**src/lsq_pkg.sv**
```systemverilog
`default_nettype none

package lsq_pkg;

	typedef logic [31:0] addr_t;
	typedef logic [63:0] data_t;

	// top bit is the wrap bit
	typedef logic [5:0] rob_idx_t;
	typedef logic [5:0] prf_tag_t;

	// one bit per unresolved branch
	typedef logic [3:0] br_mask_t;

	// missing load waiting for the miss handler to take it
	typedef enum logic {
		LD_IDLE,
		LD_BUSY
	} ld_hold_e;

endpackage

`default_nettype wire

```
**src/sq_lookup_if.sv**
```systemverilog
`timescale 1ns/100ps
`default_nettype none

interface sq_lookup_if #(
	parameter int SQ_IDX_W = 3
);
	import lsq_pkg::*;

	// executing load
	addr_t ld_addr;
	logic [SQ_IDX_W-1:0] ld_position;

	// search results, valid in the same cycle
	logic fwd_vld;
	data_t fwd_data;
	logic older_known;

	modport sq (
		input ld_addr,
		input ld_position,
		output fwd_vld,
		output fwd_data,
		output older_known
	);

	modport ctrl (
		output ld_addr,
		output ld_position,
		input fwd_vld,
		input fwd_data,
		input older_known
	);

endinterface

`default_nettype wire

```
**src/lq_alloc_if.sv**
```systemverilog
`timescale 1ns/100ps
`default_nettype none

interface lq_alloc_if;
	import lsq_pkg::*;

	// one-cycle strobe, tail entry written at the next edge
	logic alloc_en;
	addr_t alloc_addr;
	rob_idx_t alloc_rob_idx;
	prf_tag_t alloc_dest_tag;
	br_mask_t alloc_br_mask;
	logic full;

	modport ctrl (
		output alloc_en,
		output alloc_addr,
		output alloc_rob_idx,
		output alloc_dest_tag,
		output alloc_br_mask,
		input full
	);

	modport lq (
		input alloc_en,
		input alloc_addr,
		input alloc_rob_idx,
		input alloc_dest_tag,
		input alloc_br_mask,
		output full
	);

endinterface

`default_nettype wire

```
**src/store_queue.sv**
```systemverilog
`timescale 1ns/100ps
`default_nettype none

module store_queue #(
	parameter int SQ_DEPTH = 8,
	localparam int SQ_IDX_W = $clog2(SQ_DEPTH)
) (
	input logic clk,
	input logic rst,
	input logic dp_en_i,
	input logic st_vld_i,
	input logic [SQ_IDX_W-1:0] sq_idx_i,
	input lsq_pkg::addr_t addr_i,
	input lsq_pkg::data_t st_data_i,
	input logic rob_st_retire_en_i,
	input logic mshr_st_ack_i,
	input logic br_recovery_i,
	input logic [SQ_IDX_W:0] sq_tail_recovery_i,
	input logic [SQ_IDX_W-1:0] rs_ld_position_i,
	sq_lookup_if.sq lookup,
	output logic [SQ_IDX_W:0] sq_tail_o,
	output logic sq_full_o,
	output lsq_pkg::addr_t dc_st_addr_o,
	output lsq_pkg::data_t dc_st_data_o,
	output logic dc_st_en_o
);
	import lsq_pkg::*;

	addr_t st_addr [SQ_DEPTH];
	data_t st_data [SQ_DEPTH];
	logic [SQ_DEPTH-1:0] addr_vld;
	logic [SQ_DEPTH-1:0] retire_rdy;

	logic [SQ_IDX_W:0] head_q;
	logic [SQ_IDX_W:0] retire_head_q;
	logic [SQ_IDX_W:0] tail_q;
	logic [SQ_IDX_W-1:0] head_idx;
	logic [SQ_IDX_W-1:0] tail_idx;
	logic drain;

	// number of entries older than the load
	logic [SQ_IDX_W:0] rs_span;
	logic [SQ_IDX_W:0] ex_span;

	assign head_idx = head_q[SQ_IDX_W-1:0];
	assign tail_idx = tail_q[SQ_IDX_W-1:0];

	assign sq_tail_o = tail_q;
	assign sq_full_o = (head_idx == tail_idx) && (head_q[SQ_IDX_W] != tail_q[SQ_IDX_W]);

	// ********************
	// drain to the cache

	assign dc_st_en_o = retire_rdy[head_idx];
	assign dc_st_addr_o = st_addr[head_idx];
	assign dc_st_data_o = st_data[head_idx];
	assign drain = dc_st_en_o && mshr_st_ack_i;

	always_ff @(posedge clk) begin
		if (st_vld_i) begin
			st_addr[sq_idx_i] <= addr_i;
			st_data[sq_idx_i] <= st_data_i;
		end
	end

	always_ff @(posedge clk) begin
		if (rst) begin
			head_q <= '0;
			retire_head_q <= '0;
			tail_q <= '0;
			addr_vld <= '0;
			retire_rdy <= '0;
		end else begin
			if (br_recovery_i)
				tail_q <= sq_tail_recovery_i;
			else if (dp_en_i)
				tail_q <= tail_q + 1'b1;
			if (dp_en_i)
				addr_vld[tail_idx] <= 1'b0;
			if (st_vld_i)
				addr_vld[sq_idx_i] <= 1'b1;
			if (rob_st_retire_en_i) begin
				retire_rdy[retire_head_q[SQ_IDX_W-1:0]] <= 1'b1;
				retire_head_q <= retire_head_q + 1'b1;
			end
			if (drain) begin
				addr_vld[head_idx] <= 1'b0;
				retire_rdy[head_idx] <= 1'b0;
				head_q <= head_q + 1'b1;
			end
		end
	end

	// ********************
	// age search

	// load sitting at the tail of a full queue is behind every entry
	assign rs_span = (sq_full_o && rs_ld_position_i == tail_idx) ?
		(SQ_IDX_W+1)'(SQ_DEPTH) : {1'b0, rs_ld_position_i - head_idx};
	assign ex_span = (sq_full_o && lookup.ld_position == tail_idx) ?
		(SQ_IDX_W+1)'(SQ_DEPTH) : {1'b0, lookup.ld_position - head_idx};

	always_comb begin
		logic [SQ_IDX_W-1:0] slot;
		slot = head_idx;
		lookup.older_known = 1'b1;
		lookup.fwd_vld = 1'b0;
		lookup.fwd_data = '0;
		// walk oldest first so the youngest match is kept
		for (int k = 0; k < SQ_DEPTH; k++) begin
			slot = head_idx + SQ_IDX_W'(k);
			if (k < int'(rs_span) && !addr_vld[slot])
				lookup.older_known = 1'b0;
			if (k < int'(ex_span) && addr_vld[slot] && st_addr[slot] == lookup.ld_addr) begin
				lookup.fwd_vld = 1'b1;
				lookup.fwd_data = st_data[slot];
			end
		end
	end

	// dispatch stalls on sq_full_o
	dispatch_not_full: assert property (@(posedge clk) disable iff (rst)
		dp_en_i |-> !sq_full_o);

endmodule

`default_nettype wire

```
**src/load_queue.sv**
```systemverilog
`timescale 1ns/100ps
`default_nettype none

module load_queue #(
	parameter int LQ_DEPTH = 4,
	localparam int LQ_IDX_W = $clog2(LQ_DEPTH)
) (
	input logic clk,
	input logic rst,
	input logic mshr_vld_i,
	input lsq_pkg::addr_t mshr_addr_i,
	input lsq_pkg::data_t dc_data_i,
	input logic br_recovery_i,
	input logic br_pred_correct_i,
	input lsq_pkg::br_mask_t br_tag_fix_i,
	lq_alloc_if.lq alloc,
	output logic lq_com_rdy_o,
	output lsq_pkg::data_t com_data_o,
	output lsq_pkg::rob_idx_t com_rob_idx_o,
	output lsq_pkg::prf_tag_t com_dest_tag_o,
	output lsq_pkg::br_mask_t com_br_mask_o
);
	import lsq_pkg::*;

	addr_t lq_addr [LQ_DEPTH];
	rob_idx_t lq_rob_idx [LQ_DEPTH];
	prf_tag_t lq_dest_tag [LQ_DEPTH];
	br_mask_t lq_br_mask [LQ_DEPTH];
	data_t lq_data [LQ_DEPTH];
	logic [LQ_DEPTH-1:0] lq_vld;
	logic [LQ_DEPTH-1:0] lq_rdy;

	logic [LQ_IDX_W:0] head_q;
	logic [LQ_IDX_W:0] tail_q;
	logic [LQ_IDX_W-1:0] head_idx;
	logic [LQ_IDX_W-1:0] tail_idx;
	logic not_empty;
	logic head_fill;
	logic head_done;
	logic head_kill;
	logic head_adv;
	br_mask_t fix_mask;

	assign head_idx = head_q[LQ_IDX_W-1:0];
	assign tail_idx = tail_q[LQ_IDX_W-1:0];
	assign not_empty = head_q != tail_q;
	assign alloc.full = (head_idx == tail_idx) && (head_q[LQ_IDX_W] != tail_q[LQ_IDX_W]);

	// bits resolved as correctly predicted this cycle
	assign fix_mask = br_pred_correct_i ? br_tag_fix_i : '0;

	// ********************
	// head completion

	// fill for the head bypasses the data array
	assign head_fill = mshr_vld_i && (mshr_addr_i == lq_addr[head_idx]);
	assign head_done = not_empty && (head_fill || lq_rdy[head_idx]);
	assign head_kill = br_recovery_i && ((lq_br_mask[head_idx] & br_tag_fix_i) != '0);
	// squashed entries leave without a writeback
	assign head_adv = head_done || (not_empty && !lq_vld[head_idx]);

	assign lq_com_rdy_o = head_done && lq_vld[head_idx] && !head_kill;
	assign com_data_o = head_fill ? dc_data_i : lq_data[head_idx];
	assign com_rob_idx_o = lq_rob_idx[head_idx];
	assign com_dest_tag_o = lq_dest_tag[head_idx];
	assign com_br_mask_o = lq_br_mask[head_idx] & ~fix_mask;

	// ********************
	// entry update

	always_ff @(posedge clk) begin
		if (alloc.alloc_en) begin
			lq_addr[tail_idx] <= alloc.alloc_addr;
			lq_rob_idx[tail_idx] <= alloc.alloc_rob_idx;
			lq_dest_tag[tail_idx] <= alloc.alloc_dest_tag;
		end
		for (int k = 0; k < LQ_DEPTH; k++) begin
			lq_br_mask[k] <= lq_br_mask[k] & ~fix_mask;
			if (mshr_vld_i && mshr_addr_i == lq_addr[k])
				lq_data[k] <= dc_data_i;
		end
		if (alloc.alloc_en)
			lq_br_mask[tail_idx] <= alloc.alloc_br_mask & ~fix_mask;
	end

	always_ff @(posedge clk) begin
		if (rst) begin
			head_q <= '0;
			tail_q <= '0;
			lq_vld <= '0;
			lq_rdy <= '0;
		end else begin
			for (int k = 0; k < LQ_DEPTH; k++) begin
				if (mshr_vld_i && mshr_addr_i == lq_addr[k])
					lq_rdy[k] <= 1'b1;
				if (br_recovery_i && (lq_br_mask[k] & br_tag_fix_i) != '0)
					lq_vld[k] <= 1'b0;
			end
			if (alloc.alloc_en) begin
				// load already under the branch being recovered
				lq_vld[tail_idx] <= !(br_recovery_i &&
					(alloc.alloc_br_mask & br_tag_fix_i) != '0);
				lq_rdy[tail_idx] <= 1'b0;
				tail_q <= tail_q + 1'b1;
			end
			if (head_adv)
				head_q <= head_q + 1'b1;
		end
	end

	// issue logic keeps loads back while the queue is full
	alloc_not_full: assert property (@(posedge clk) disable iff (rst)
		alloc.alloc_en |-> !alloc.full);

endmodule

`default_nettype wire

```
**src/lsq_ctrl.sv**
```systemverilog
`timescale 1ns/100ps
`default_nettype none

module lsq_ctrl #(
	parameter int SQ_IDX_W = 3
) (
	input logic clk,
	input logic rst,
	input logic ld_vld_i,
	input lsq_pkg::addr_t addr_i,
	input logic [SQ_IDX_W-1:0] ex_ld_position_i,
	input lsq_pkg::rob_idx_t rob_idx_i,
	input lsq_pkg::prf_tag_t dest_tag_i,
	input lsq_pkg::br_mask_t br_mask_i,
	input logic dc_hit_i,
	input lsq_pkg::data_t dc_data_i,
	input logic mshr_ld_ack_i,
	input logic mshr_vld_i,
	input logic mshr_stall_i,
	input logic lq_com_rdy_i,
	input lsq_pkg::data_t com_data_i,
	input lsq_pkg::rob_idx_t com_rob_idx_i,
	input lsq_pkg::prf_tag_t com_dest_tag_i,
	input lsq_pkg::br_mask_t com_br_mask_i,
	sq_lookup_if.ctrl lookup,
	lq_alloc_if.ctrl alloc,
	output logic ld_iss_en_o,
	output lsq_pkg::addr_t dc_ld_addr_o,
	output logic dc_ld_en_o,
	output logic ld_done_o,
	output lsq_pkg::data_t ld_data_o,
	output lsq_pkg::rob_idx_t ld_rob_idx_o,
	output lsq_pkg::prf_tag_t ld_dest_tag_o,
	output lsq_pkg::br_mask_t ld_br_mask_o
);
	import lsq_pkg::*;

	ld_hold_e state_q;
	ld_hold_e state_nxt;
	addr_t hold_addr;
	rob_idx_t hold_rob_idx;
	prf_tag_t hold_dest_tag;
	br_mask_t hold_br_mask;
	logic wb_busy;
	logic need_mem;

	assign lookup.ld_addr = addr_i;
	assign lookup.ld_position = ex_ld_position_i;

	// ********************
	// hit, forward or miss

	// writeback port taken by a fill or by the load queue head
	assign wb_busy = mshr_vld_i || lq_com_rdy_i;
	assign ld_done_o = ld_vld_i && (lookup.fwd_vld || dc_hit_i) && !wb_busy;
	assign need_mem = (ld_vld_i && !ld_done_o) || (state_q == LD_BUSY);

	assign dc_ld_en_o = need_mem;
	assign dc_ld_addr_o = ld_vld_i ? addr_i : hold_addr;

	assign alloc.alloc_en = need_mem && mshr_ld_ack_i;
	assign alloc.alloc_addr = dc_ld_addr_o;
	assign alloc.alloc_rob_idx = ld_vld_i ? rob_idx_i : hold_rob_idx;
	assign alloc.alloc_dest_tag = ld_vld_i ? dest_tag_i : hold_dest_tag;
	assign alloc.alloc_br_mask = ld_vld_i ? br_mask_i : hold_br_mask;

	always_comb begin
		state_nxt = state_q;
		case (state_q)
			LD_IDLE: begin
				if (need_mem && !mshr_ld_ack_i)
					state_nxt = LD_BUSY;
			end
			LD_BUSY: begin
				if (mshr_ld_ack_i)
					state_nxt = LD_IDLE;
			end
			default: state_nxt = LD_IDLE;
		endcase
	end

	always_ff @(posedge clk) begin
		if (rst)
			state_q <= LD_IDLE;
		else
			state_q <= state_nxt;
	end

	// fields kept for re-requesting
	always_ff @(posedge clk) begin
		if (ld_vld_i) begin
			hold_addr <= addr_i;
			hold_rob_idx <= rob_idx_i;
			hold_dest_tag <= dest_tag_i;
			hold_br_mask <= br_mask_i;
		end
	end

	// no new load while one is held or about to be
	assign ld_iss_en_o = lookup.older_known && !alloc.full && !mshr_stall_i &&
		(state_nxt == LD_IDLE);

	// ********************
	// writeback mux, load queue first

	assign ld_data_o = lq_com_rdy_i ? com_data_i :
		lookup.fwd_vld ? lookup.fwd_data : dc_data_i;
	assign ld_rob_idx_o = lq_com_rdy_i ? com_rob_idx_i : rob_idx_i;
	assign ld_dest_tag_o = lq_com_rdy_i ? com_dest_tag_i : dest_tag_i;
	assign ld_br_mask_o = lq_com_rdy_i ? com_br_mask_i : br_mask_i;

	// issue is held back until the held load is taken
	no_load_while_held: assert property (@(posedge clk) disable iff (rst)
		ld_vld_i |-> state_q == LD_IDLE);

endmodule

`default_nettype wire

```
**src/lsq_top.sv**
```systemverilog
`timescale 1ns/100ps
`default_nettype none

module lsq_top #(
	parameter int SQ_DEPTH = 8,
	parameter int LQ_DEPTH = 4,
	localparam int SQ_IDX_W = $clog2(SQ_DEPTH)
) (
	input logic clk,
	input logic rst,

	// store dispatch and execution
	input logic dp_en_i,
	input logic st_vld_i,
	input logic [SQ_IDX_W-1:0] sq_idx_i,
	input lsq_pkg::addr_t addr_i,
	input lsq_pkg::data_t st_data_i,
	input logic rob_st_retire_en_i,

	// loads
	input logic ld_vld_i,
	input logic [SQ_IDX_W-1:0] rs_ld_position_i,
	input logic [SQ_IDX_W-1:0] ex_ld_position_i,
	input lsq_pkg::rob_idx_t rob_idx_i,
	input lsq_pkg::prf_tag_t dest_tag_i,
	input lsq_pkg::br_mask_t br_mask_i,

	// data cache and miss handler
	input logic dc_hit_i,
	input lsq_pkg::data_t dc_data_i,
	input logic mshr_ld_ack_i,
	input logic mshr_st_ack_i,
	input logic mshr_vld_i,
	input lsq_pkg::addr_t mshr_addr_i,
	input logic mshr_stall_i,

	// branches
	input logic br_recovery_i,
	input logic br_pred_correct_i,
	input lsq_pkg::br_mask_t br_tag_fix_i,
	input logic [SQ_IDX_W:0] sq_tail_recovery_i,

	output logic [SQ_IDX_W:0] sq_tail_o,
	output logic sq_full_o,
	output logic ld_iss_en_o,
	output lsq_pkg::addr_t dc_ld_addr_o,
	output logic dc_ld_en_o,
	output lsq_pkg::addr_t dc_st_addr_o,
	output lsq_pkg::data_t dc_st_data_o,
	output logic dc_st_en_o,
	output logic ld_done_o,
	output lsq_pkg::data_t ld_data_o,
	output lsq_pkg::rob_idx_t ld_rob_idx_o,
	output lsq_pkg::prf_tag_t ld_dest_tag_o,
	output lsq_pkg::br_mask_t ld_br_mask_o,
	output logic lq_com_rdy_o
);
	import lsq_pkg::*;

	data_t com_data;
	rob_idx_t com_rob_idx;
	prf_tag_t com_dest_tag;
	br_mask_t com_br_mask;

	sq_lookup_if #(.SQ_IDX_W(SQ_IDX_W)) lookup_if ();
	lq_alloc_if alloc_if ();

	store_queue #(
		.SQ_DEPTH(SQ_DEPTH)
	) i_store_queue (
		.clk(clk),
		.rst(rst),
		.dp_en_i(dp_en_i),
		.st_vld_i(st_vld_i),
		.sq_idx_i(sq_idx_i),
		.addr_i(addr_i),
		.st_data_i(st_data_i),
		.rob_st_retire_en_i(rob_st_retire_en_i),
		.mshr_st_ack_i(mshr_st_ack_i),
		.br_recovery_i(br_recovery_i),
		.sq_tail_recovery_i(sq_tail_recovery_i),
		.rs_ld_position_i(rs_ld_position_i),
		.lookup(lookup_if.sq),
		.sq_tail_o(sq_tail_o),
		.sq_full_o(sq_full_o),
		.dc_st_addr_o(dc_st_addr_o),
		.dc_st_data_o(dc_st_data_o),
		.dc_st_en_o(dc_st_en_o)
	);

	load_queue #(
		.LQ_DEPTH(LQ_DEPTH)
	) i_load_queue (
		.clk(clk),
		.rst(rst),
		.mshr_vld_i(mshr_vld_i),
		.mshr_addr_i(mshr_addr_i),
		.dc_data_i(dc_data_i),
		.br_recovery_i(br_recovery_i),
		.br_pred_correct_i(br_pred_correct_i),
		.br_tag_fix_i(br_tag_fix_i),
		.alloc(alloc_if.lq),
		.lq_com_rdy_o(lq_com_rdy_o),
		.com_data_o(com_data),
		.com_rob_idx_o(com_rob_idx),
		.com_dest_tag_o(com_dest_tag),
		.com_br_mask_o(com_br_mask)
	);

	lsq_ctrl #(
		.SQ_IDX_W(SQ_IDX_W)
	) i_lsq_ctrl (
		.clk(clk),
		.rst(rst),
		.ld_vld_i(ld_vld_i),
		.addr_i(addr_i),
		.ex_ld_position_i(ex_ld_position_i),
		.rob_idx_i(rob_idx_i),
		.dest_tag_i(dest_tag_i),
		.br_mask_i(br_mask_i),
		.dc_hit_i(dc_hit_i),
		.dc_data_i(dc_data_i),
		.mshr_ld_ack_i(mshr_ld_ack_i),
		.mshr_vld_i(mshr_vld_i),
		.mshr_stall_i(mshr_stall_i),
		.lq_com_rdy_i(lq_com_rdy_o),
		.com_data_i(com_data),
		.com_rob_idx_i(com_rob_idx),
		.com_dest_tag_i(com_dest_tag),
		.com_br_mask_i(com_br_mask),
		.lookup(lookup_if.ctrl),
		.alloc(alloc_if.ctrl),
		.ld_iss_en_o(ld_iss_en_o),
		.dc_ld_addr_o(dc_ld_addr_o),
		.dc_ld_en_o(dc_ld_en_o),
		.ld_done_o(ld_done_o),
		.ld_data_o(ld_data_o),
		.ld_rob_idx_o(ld_rob_idx_o),
		.ld_dest_tag_o(ld_dest_tag_o),
		.ld_br_mask_o(ld_br_mask_o)
	);

endmodule

`default_nettype wire

```
**config.mk**
```make
export PLATFORM = sky130hd
export DESIGN_NAME = lsq_top
export DESIGN_NICKNAME = d
export VERILOG_FILES = /design/src/lsq_pkg.sv /design/src/sq_lookup_if.sv /design/src/lq_alloc_if.sv /design/src/store_queue.sv /design/src/load_queue.sv /design/src/lsq_ctrl.sv /design/src/lsq_top.sv
export SDC_FILE = /design/constraint.sdc
export NUM_CORES = 2
export LEC_CHECK = 0
export ABC_AREA = 0
export BUFFER_PORTS_ARGS = -buffer_cell sky130_fd_sc_hd__buf_2
export CORE_ASPECT_RATIO = 2
export CORE_MARGIN = 2
export CORE_UTILIZATION = 59
export DETAILED_ROUTE_END_ITERATION = 10
export GPL_TIMING_DRIVEN = 0
export PLACE_DENSITY = 0.74
export SETUP_SLACK_MARGIN = 0.15
export SYNTH_ARGS = -nofsm -noshare
export SYNTH_HDL_FRONTEND = slang
export SYNTH_SLANG_ARGS = --single-unit
```
**constraint.sdc**
```tcl
create_clock -name clk -period 13.4 [get_ports clk]
set_input_delay 2.68 -clock clk [delete_from_list [all_inputs] [get_ports clk]]
set_output_delay 2.68 -clock clk [all_outputs]
set_load 0.005 [all_outputs]
```
Word-level counts from Yosys, hierarchy flattened

Memories as Yosys holds them, arrays and structs flattened. A register that Yosys moved wholly into a read port is not among the register bits.
Index checks and enable logic that the tools add are counted.

Add/subtract/negate cells: 14
Multiply operators: 0
Multiplexer cells: 127
Shifts and indexed selects: 0
Equality and inequality tests: 20
Order comparisons: 34
Reduce and logical (&&, ||, !) cells: 85
Bitwise logic cells: 24
Divide/modulo/power cells: 0

Operator list:

| operator                                                                            | count |
|---|---|
| 64-bit 2-to-1 mux                                                                   | 11 |
| 32-bit equality test                                                                | 13 |
| 8-bit 2-to-1 mux                                                                    | 8 |
| 1-bit 2-to-1 mux                                                                    | 62 |
| 1-bit logical AND                                                                   | 57 |
| 4-bit AND                                                                           | 13 |
| 3-bit by 4-bit less-than comparator with 1-bit output, second input constant        | 11 |
| 4-bit 2-to-1 mux                                                                    | 9 |
| 3-bit by 4-bit less-than comparator with 1-bit output, first input constant         | 8 |
| 32-bit 2-to-1 mux                                                                   | 1 |
| 1-bit binary-select mux with 3-bit select                                           | 9 |
| 8-bit AND                                                                           | 3 |
| 6-bit 2-to-1 mux                                                                    | 4 |
| 4-bit nonzero test                                                                  | 6 |
| 2-bit 2-to-1 mux                                                                    | 10 |
| 1-bit logical NOT                                                                   | 16 |
| 1-bit by 4-bit less-than comparator with 1-bit output, first input constant         | 4 |
| 2-bit by 4-bit less-than comparator with 1-bit output, first input constant         | 4 |
| 8-bit inverter                                                                      | 2 |
| 8-bit bitwise OR                                                                    | 2 |
| 3-bit adder, second input constant                                                  | 4 |
| 4-bit by 1-bit adder with 4-bit output, second input constant                       | 3 |
| 1-bit demux with 3-bit select                                                       | 4 |
| 3-bit by 1-bit greater-or-equal comparator with 1-bit output, second input constant | 4 |
| 18 further kinds                                                                    | 36 |

Word-level logic and storage cells: 325
Memories: 7
Output and inout bits: 218
Bits in registers: 91
Bits in writable memories: 1216
Input port bits: 238
Latch bits: 0
Memory bits (read-only): 0

Memories:

| memory                   | depth | width | read ports | clocked after Yosys merged registers in | wr ports | RTL line          | source |
|---|---|---|---|---|---|---|---|
| i_store_queue.st_data    | 8     | 64    | 8          | 1                                       | 1        | store_queue.sv:30 | `data_t st_data [SQ_DEPTH];` |
| i_load_queue.lq_data     | 4     | 64    | 1          | 1                                       | 4        | load_queue.sv:29  | `data_t lq_data [LQ_DEPTH];` |
| i_store_queue.st_addr    | 8     | 32    | 8          | 1                                       | 1        | store_queue.sv:29 | `addr_t st_addr [SQ_DEPTH];` |
| i_load_queue.lq_addr     | 4     | 32    | 5          | 1                                       | 1        | load_queue.sv:25  | `addr_t lq_addr [LQ_DEPTH];` |
| i_load_queue.lq_dest_tag | 4     | 6     | 1          | 1                                       | 1        | load_queue.sv:27  | `prf_tag_t lq_dest_tag [LQ_DEPTH];` |
| i_load_queue.lq_rob_idx  | 4     | 6     | 1          | 1                                       | 1        | load_queue.sv:26  | `rob_idx_t lq_rob_idx [LQ_DEPTH];` |
| 1 more memories          | n/a   | n/a   | n/a        | n/a                                     | n/a      | n/a               |  |

Depth between registers and ports, before layout

Word-level depth: 26
Gate-level depth with buffers: 25
Depth with buffers taken out: 15

Cells and area by module

Synthesis repeated with hierarchy kept, for this count alone.

Cell total of the unflattened synthesis: 6350
Area, all modules: 88806.4 um^2

By module, submodules not included:

| module      | cells an instance | instances | seq. area each (um^2) | area each (um^2) |
|---|---|---|---|---|
| store_queue | 4901              | 1         | 23662.7               | 65674.2 |
| load_queue  | 1034              | 1         | 13613.1               | 19424.9 |
| lsq_ctrl    | 415               | 1         | 980.9                 | 3707.3 |

Least setup slack after synthesis

OpenSTA, ideal clock, no wires.

Kind: input port to flip-flop
From: input mshr_addr_i[14]
To: memory i_load_queue.lq_data[0][0] (netlist name) (enable)
Data arrival time: 9648 ps
Stages: 6
Buffers on the path: 1
Setup slack: 3105 ps
Data required time: 12753 ps
Library setup time: 647 ps
Cell sequence: clkbuf_1 -> xnor2_1 -> nand4_1 -> nor4_1 -> nand2_1 -> nor4_1

RTL lines:

| what        | RTL line         | source |
|---|---|---|
| from (decl) | lsq_top.sv:34    | `input lsq_pkg::addr_t mshr_addr_i,` |
| to (decl)   | load_queue.sv:29 |  |

Worst setup path in the final report

From: register i_store_queue.head_q[1]
To: output ld_data_o[15]

Cells in the longest elaborated chain, start to end: 17
Elaborated cells on any way between the ends: 79
Classes of those cells: add/sub (8); order compare (8); eq/ne (8); mux (35); reduce/logical (18); memory (2)

RTL lines:

| what                                                            | RTL line          | source |
|---|---|---|
| from (decl)                                                     | store_queue.sv:34 | `logic [SQ_IDX_W:0] head_q;` |
| from (signal assigned)                                          | store_queue.sv:89 | `head_q <= head_q + 1'b1;` |
| branches (longest 15 deep; another with memory read 8 x 32 bit) | n/a               |  |
| 64-bit 2-to-1 mux *                                             | lsq_ctrl.sv:107   | `lookup.fwd_vld ? lookup.fwd_data : dc_data_i;` |
| 64-bit 2-to-1 mux *                                             | lsq_ctrl.sv:106   | `assign ld_data_o = lq_com_rdy_i ? com_data_i :` |
| to (decl)                                                       | lsq_top.sv:52     | `output lsq_pkg::data_t ld_data_o,` |

Mark *: on every way between the ends. The select of a mux whose other input is x is not followed.

==> impl_metrics.toml <==
[power_and_ir_drop]
max-vdd-ir-drop_uv = 155
power_frac_seq_pct = 42.7
switchingPower_uw = 3540
power.leakage_uw = 0.0311
clkPwrFrac_pct = 32.7
internal-power_uw = 7570
powerDensity_nw_per_um2 = 114
switching_share_pct = 31.8
pwr-share-comb_pct = 24.6

[floorplan]
die_x_um = 275
ios = 456
rows = 199
core_um2 = 147000
initial_core_util_pct = 59.2
die_h_um = 547
die-area_um2 = 150000

[synthesis]
synth_edf_count = 1200
seq_area_frac_synth_pct = 44.1
async_flop_share_pct = 0
synth_cells = 6076
netlist_top_cells_count = "edfxtp_1, mux4_2, nand2_1, mux2i_1, xnor2_1"
syn-num-nets = 6331
ys.flop_type = "edfxtp_1"
synth_top_cells_by_area = "edfxtp_1, mux4_2, mux2i_1"
syn_area_um2 = 86800
synth.avg_cell_area_um2 = 14.3
synth_seq_cells = 1311
synth.largest_area_cell = "edfxtp_1"
synth.most_common_cell = "edfxtp_1"
synth_cell_types = 79
netlist.area_leader.share_pct = 41.5
yosysWarnings = 0

[finish]
layout.nets = 6977
areaGrowthSynthToFinish_pct = 12.1
finalNonFillerCells = 8802
drive_gt1_share_pct = 34.3

[sta]
min_period_over_period_pct = 103
worst_clock_skew_ps = 72.7
hold_slack_ps = 501
setup-violations-final = 34
finalHoldViolations = 0
finalCriticalPeriod_ps = 13860
relSlewSlack_pct = -12.9
slew_violations = 55
worst_slew_pin_slew_ps = 1690
tns_ps = -4650
fmax_mhz = 72.2
worst_slack_ps = -457

[setup_path]
worstSetupPathType = "flip-flop to output pin"
r2r-end = "i_load_queue.lq_addr[0][19]"
arrival_ps = 11180
reg2reg_slack_ps = 2850
r2r_cells = 21
critPathCapture = "ld_data_o[15]"
cp.required_ps = 10720
startpoint = "i_store_queue.head_q[1]"
cp_max_fo = 14
setup.worst_path.start_class = "flip-flop"
r2r_start = "i_store_queue.head_q[1]"
endpoint_kind = "output pin"

[min_path]
hold_path.class = "flip-flop to flip-flop"

[placed_design]
place.gp.congestion = 1.16
portBuffers = 418
hpwlAfterDp_mm = 316
placed_cells = 8508

[clock_network]
root_buffer = "clkbuf_16"
clk_path_buf_depth = 3
clock_latency_ps = 820
cts_hold_buf = 0
numCtsBuffers = 114
cts_tree = "built"
clkSinkCount = 1311
htreeDepth = 3
path_clk_slew_ps = 70

[grt]
grt_pass1_vias = 72720
grt_pass1_wl_mm = 586
globalRoute.totalOverflow = 0
antenna_found_initial = 66
grt_usage_pct = 57.3
grt_max_degree = 51

[job]
drv_cap = 8

[route]
wl_mm = 430
via_count = 74234
drtPass1Iterations = 11
drtIter0Drc = 14170
routedWlPerCell_um = 48.9
avgViaCountPerCell = 8.43
postRouteAntennaNets = 0
drc = 16

[status]
status = "finished with violations"
violations = "design-rule violations, max-capacitance violations, max-slew violations, negative setup slack"
[per-stage QoR]
stage / setup slack, ps / util, % / cell area, um^2 / power, uW
2_1_floorplan: 3100 / - / 86800 / 6350
3_3_place_gp: -7150 / 62.3 / 91300 / 7310
3_5_place_dp: -325 / 63.3 / 92800 / 7360
4_1_cts: 183 / 66.1 / 97000 / 10900
5_1_grt: -4.84 / 66.3 / 97200 / 11200
6_report: -457 / 66.4 / 97300 / 11100
[sequential cells by signal, summed over array words and instances (netlist names), 8 cells and up, named ones only]
register,flops
i_load_queue.lq_addr,128
i_load_queue.lq_br_mask,16
i_load_queue.lq_data,256
i_load_queue.lq_dest_tag,24
i_load_queue.lq_rob_idx,24
i_lsq_ctrl.hold_addr,32
i_store_queue.addr_vld,8
i_store_queue.retire_rdy,8
i_store_queue.st_addr,256
i_store_queue.st_data,512
[layout make-up]
class | count | area [um^2]
Inverter | 35 | 134
Sequential cell | 1311 | 38300
Antenna cell | 72 | 180
Tap cell | 1909 | 2390
Clock inverter | 83 | 1020
Clock buffer | 132 | 2990
Multi-Input combinational cell | 4159 | 46000
Buffer | 571 | 2740
Timing Repair Buffer | 530 | 3570
Fill cell | 9984 | 49300
[placed cells by master, fill, tap and decap left out, drive strengths merged, types with 46 or more instances in the layout]
cell / netlist / layout
a21oi: 187 / 187
a31o: 65 / 65
a31oi: 75 / 75
and3: 67 / 67
buf: 296 / 821
clkbuf: 275 / 412
clkinv: 2 / 46
dfxtp: 111 / 111
diode: 0 / 72
edfxtp: 1200 / 1200
inv: 33 / 49
mux2: 231 / 231
mux2i: 421 / 421
mux4: 1077 / 1077
nand2: 560 / 560
nand3: 64 / 64
nand4: 71 / 71
nor2: 280 / 280
o21ai: 168 / 168
o221a: 64 / 64
o22ai: 85 / 85
xnor2: 354 / 354
xor2: 65 / 65
[metal layers]
layer  track usage, %  wire, um
met1             55.9    112000
met2             86.5    192000
met3             23.4     60600
met4             62.6     64500
met5             2.05       427
[how the worst min path moves through the flow]
| stage | endpoint | depth (start not counted) | from |
|---|---|---|---|
| floorplan | i_load_queue.lq_vld[2] | 2 | i_load_queue.lq_vld[2] |
| global placement | i_load_queue.lq_rdy[2] | 2 | i_load_queue.lq_rdy[2] |
| detailed placement | i_load_queue.lq_vld[0] | 2 | i_load_queue.lq_vld[0] |
| CTS | i_load_queue.lq_vld[0] | 2 | i_load_queue.lq_vld[0] |
| global route | i_lsq_ctrl.hold_rob_idx[1] | 1 | i_lsq_ctrl.hold_rob_idx[1] |
| finish | i_load_queue.lq_vld[0] | 2 | i_load_queue.lq_vld[0] |
[repair_timing]
item	4_1_cts	5_1_grt
gates resized for setup	23	18
buffers inserted	3	2
cloned	0	0
setup endpoints to repair	65	64
pin swaps	2	3
[power groups by stage]
| stage | clock, uW | combinational, uW | sequential, uW |
|---|---|---|---|
| floorplan | 0 | 1570 | 4770 |
| global placement | 0 | 2480 | 4830 |
| detailed placement | 0 | 2540 | 4820 |
| CTS | 3570 | 2560 | 4730 |
| global route | 3730 | 2740 | 4750 |
| finish | 3630 | 2740 | 4740 |
[worst max-delay path: stages (launching register included)]
cell and delay [ps]:
dfxtp_1 390, buf_6 200, buf_4 240, buf_6 260, inv_4 450, buf_2 830
clkbuf_4 660, ha_1 470, buf_2 450, buf_2 680, mux4_2 580, mux2i_1 240
xor2_2 620, nand4_1 590, nor4_1 350, and4_1 390, a211oi_2 120, nand4_2 360
mux2_2 250, buf_4 330, buf_2 560, o22ai_1 300, a31oi_1 560, buf_2 220
[logic make-up (layout without fill, tap and decap cells)]
group,count (synthesis),after routing,synth area share [%]
AO/OA/AOI/OAI,818,818,6.39
XOR/XNOR,419,419,4.24
adder cells (fa/ha/maj),17,17,0.262
buffers and inverters,606,1351,3.25
flip-flops,1311,1311,44.1
multiplexers,1729,1729,35.8
other,0,72,0
AND/OR/NAND/NOR,1176,1176,6.02
Power figures use the tool's default switching activity.
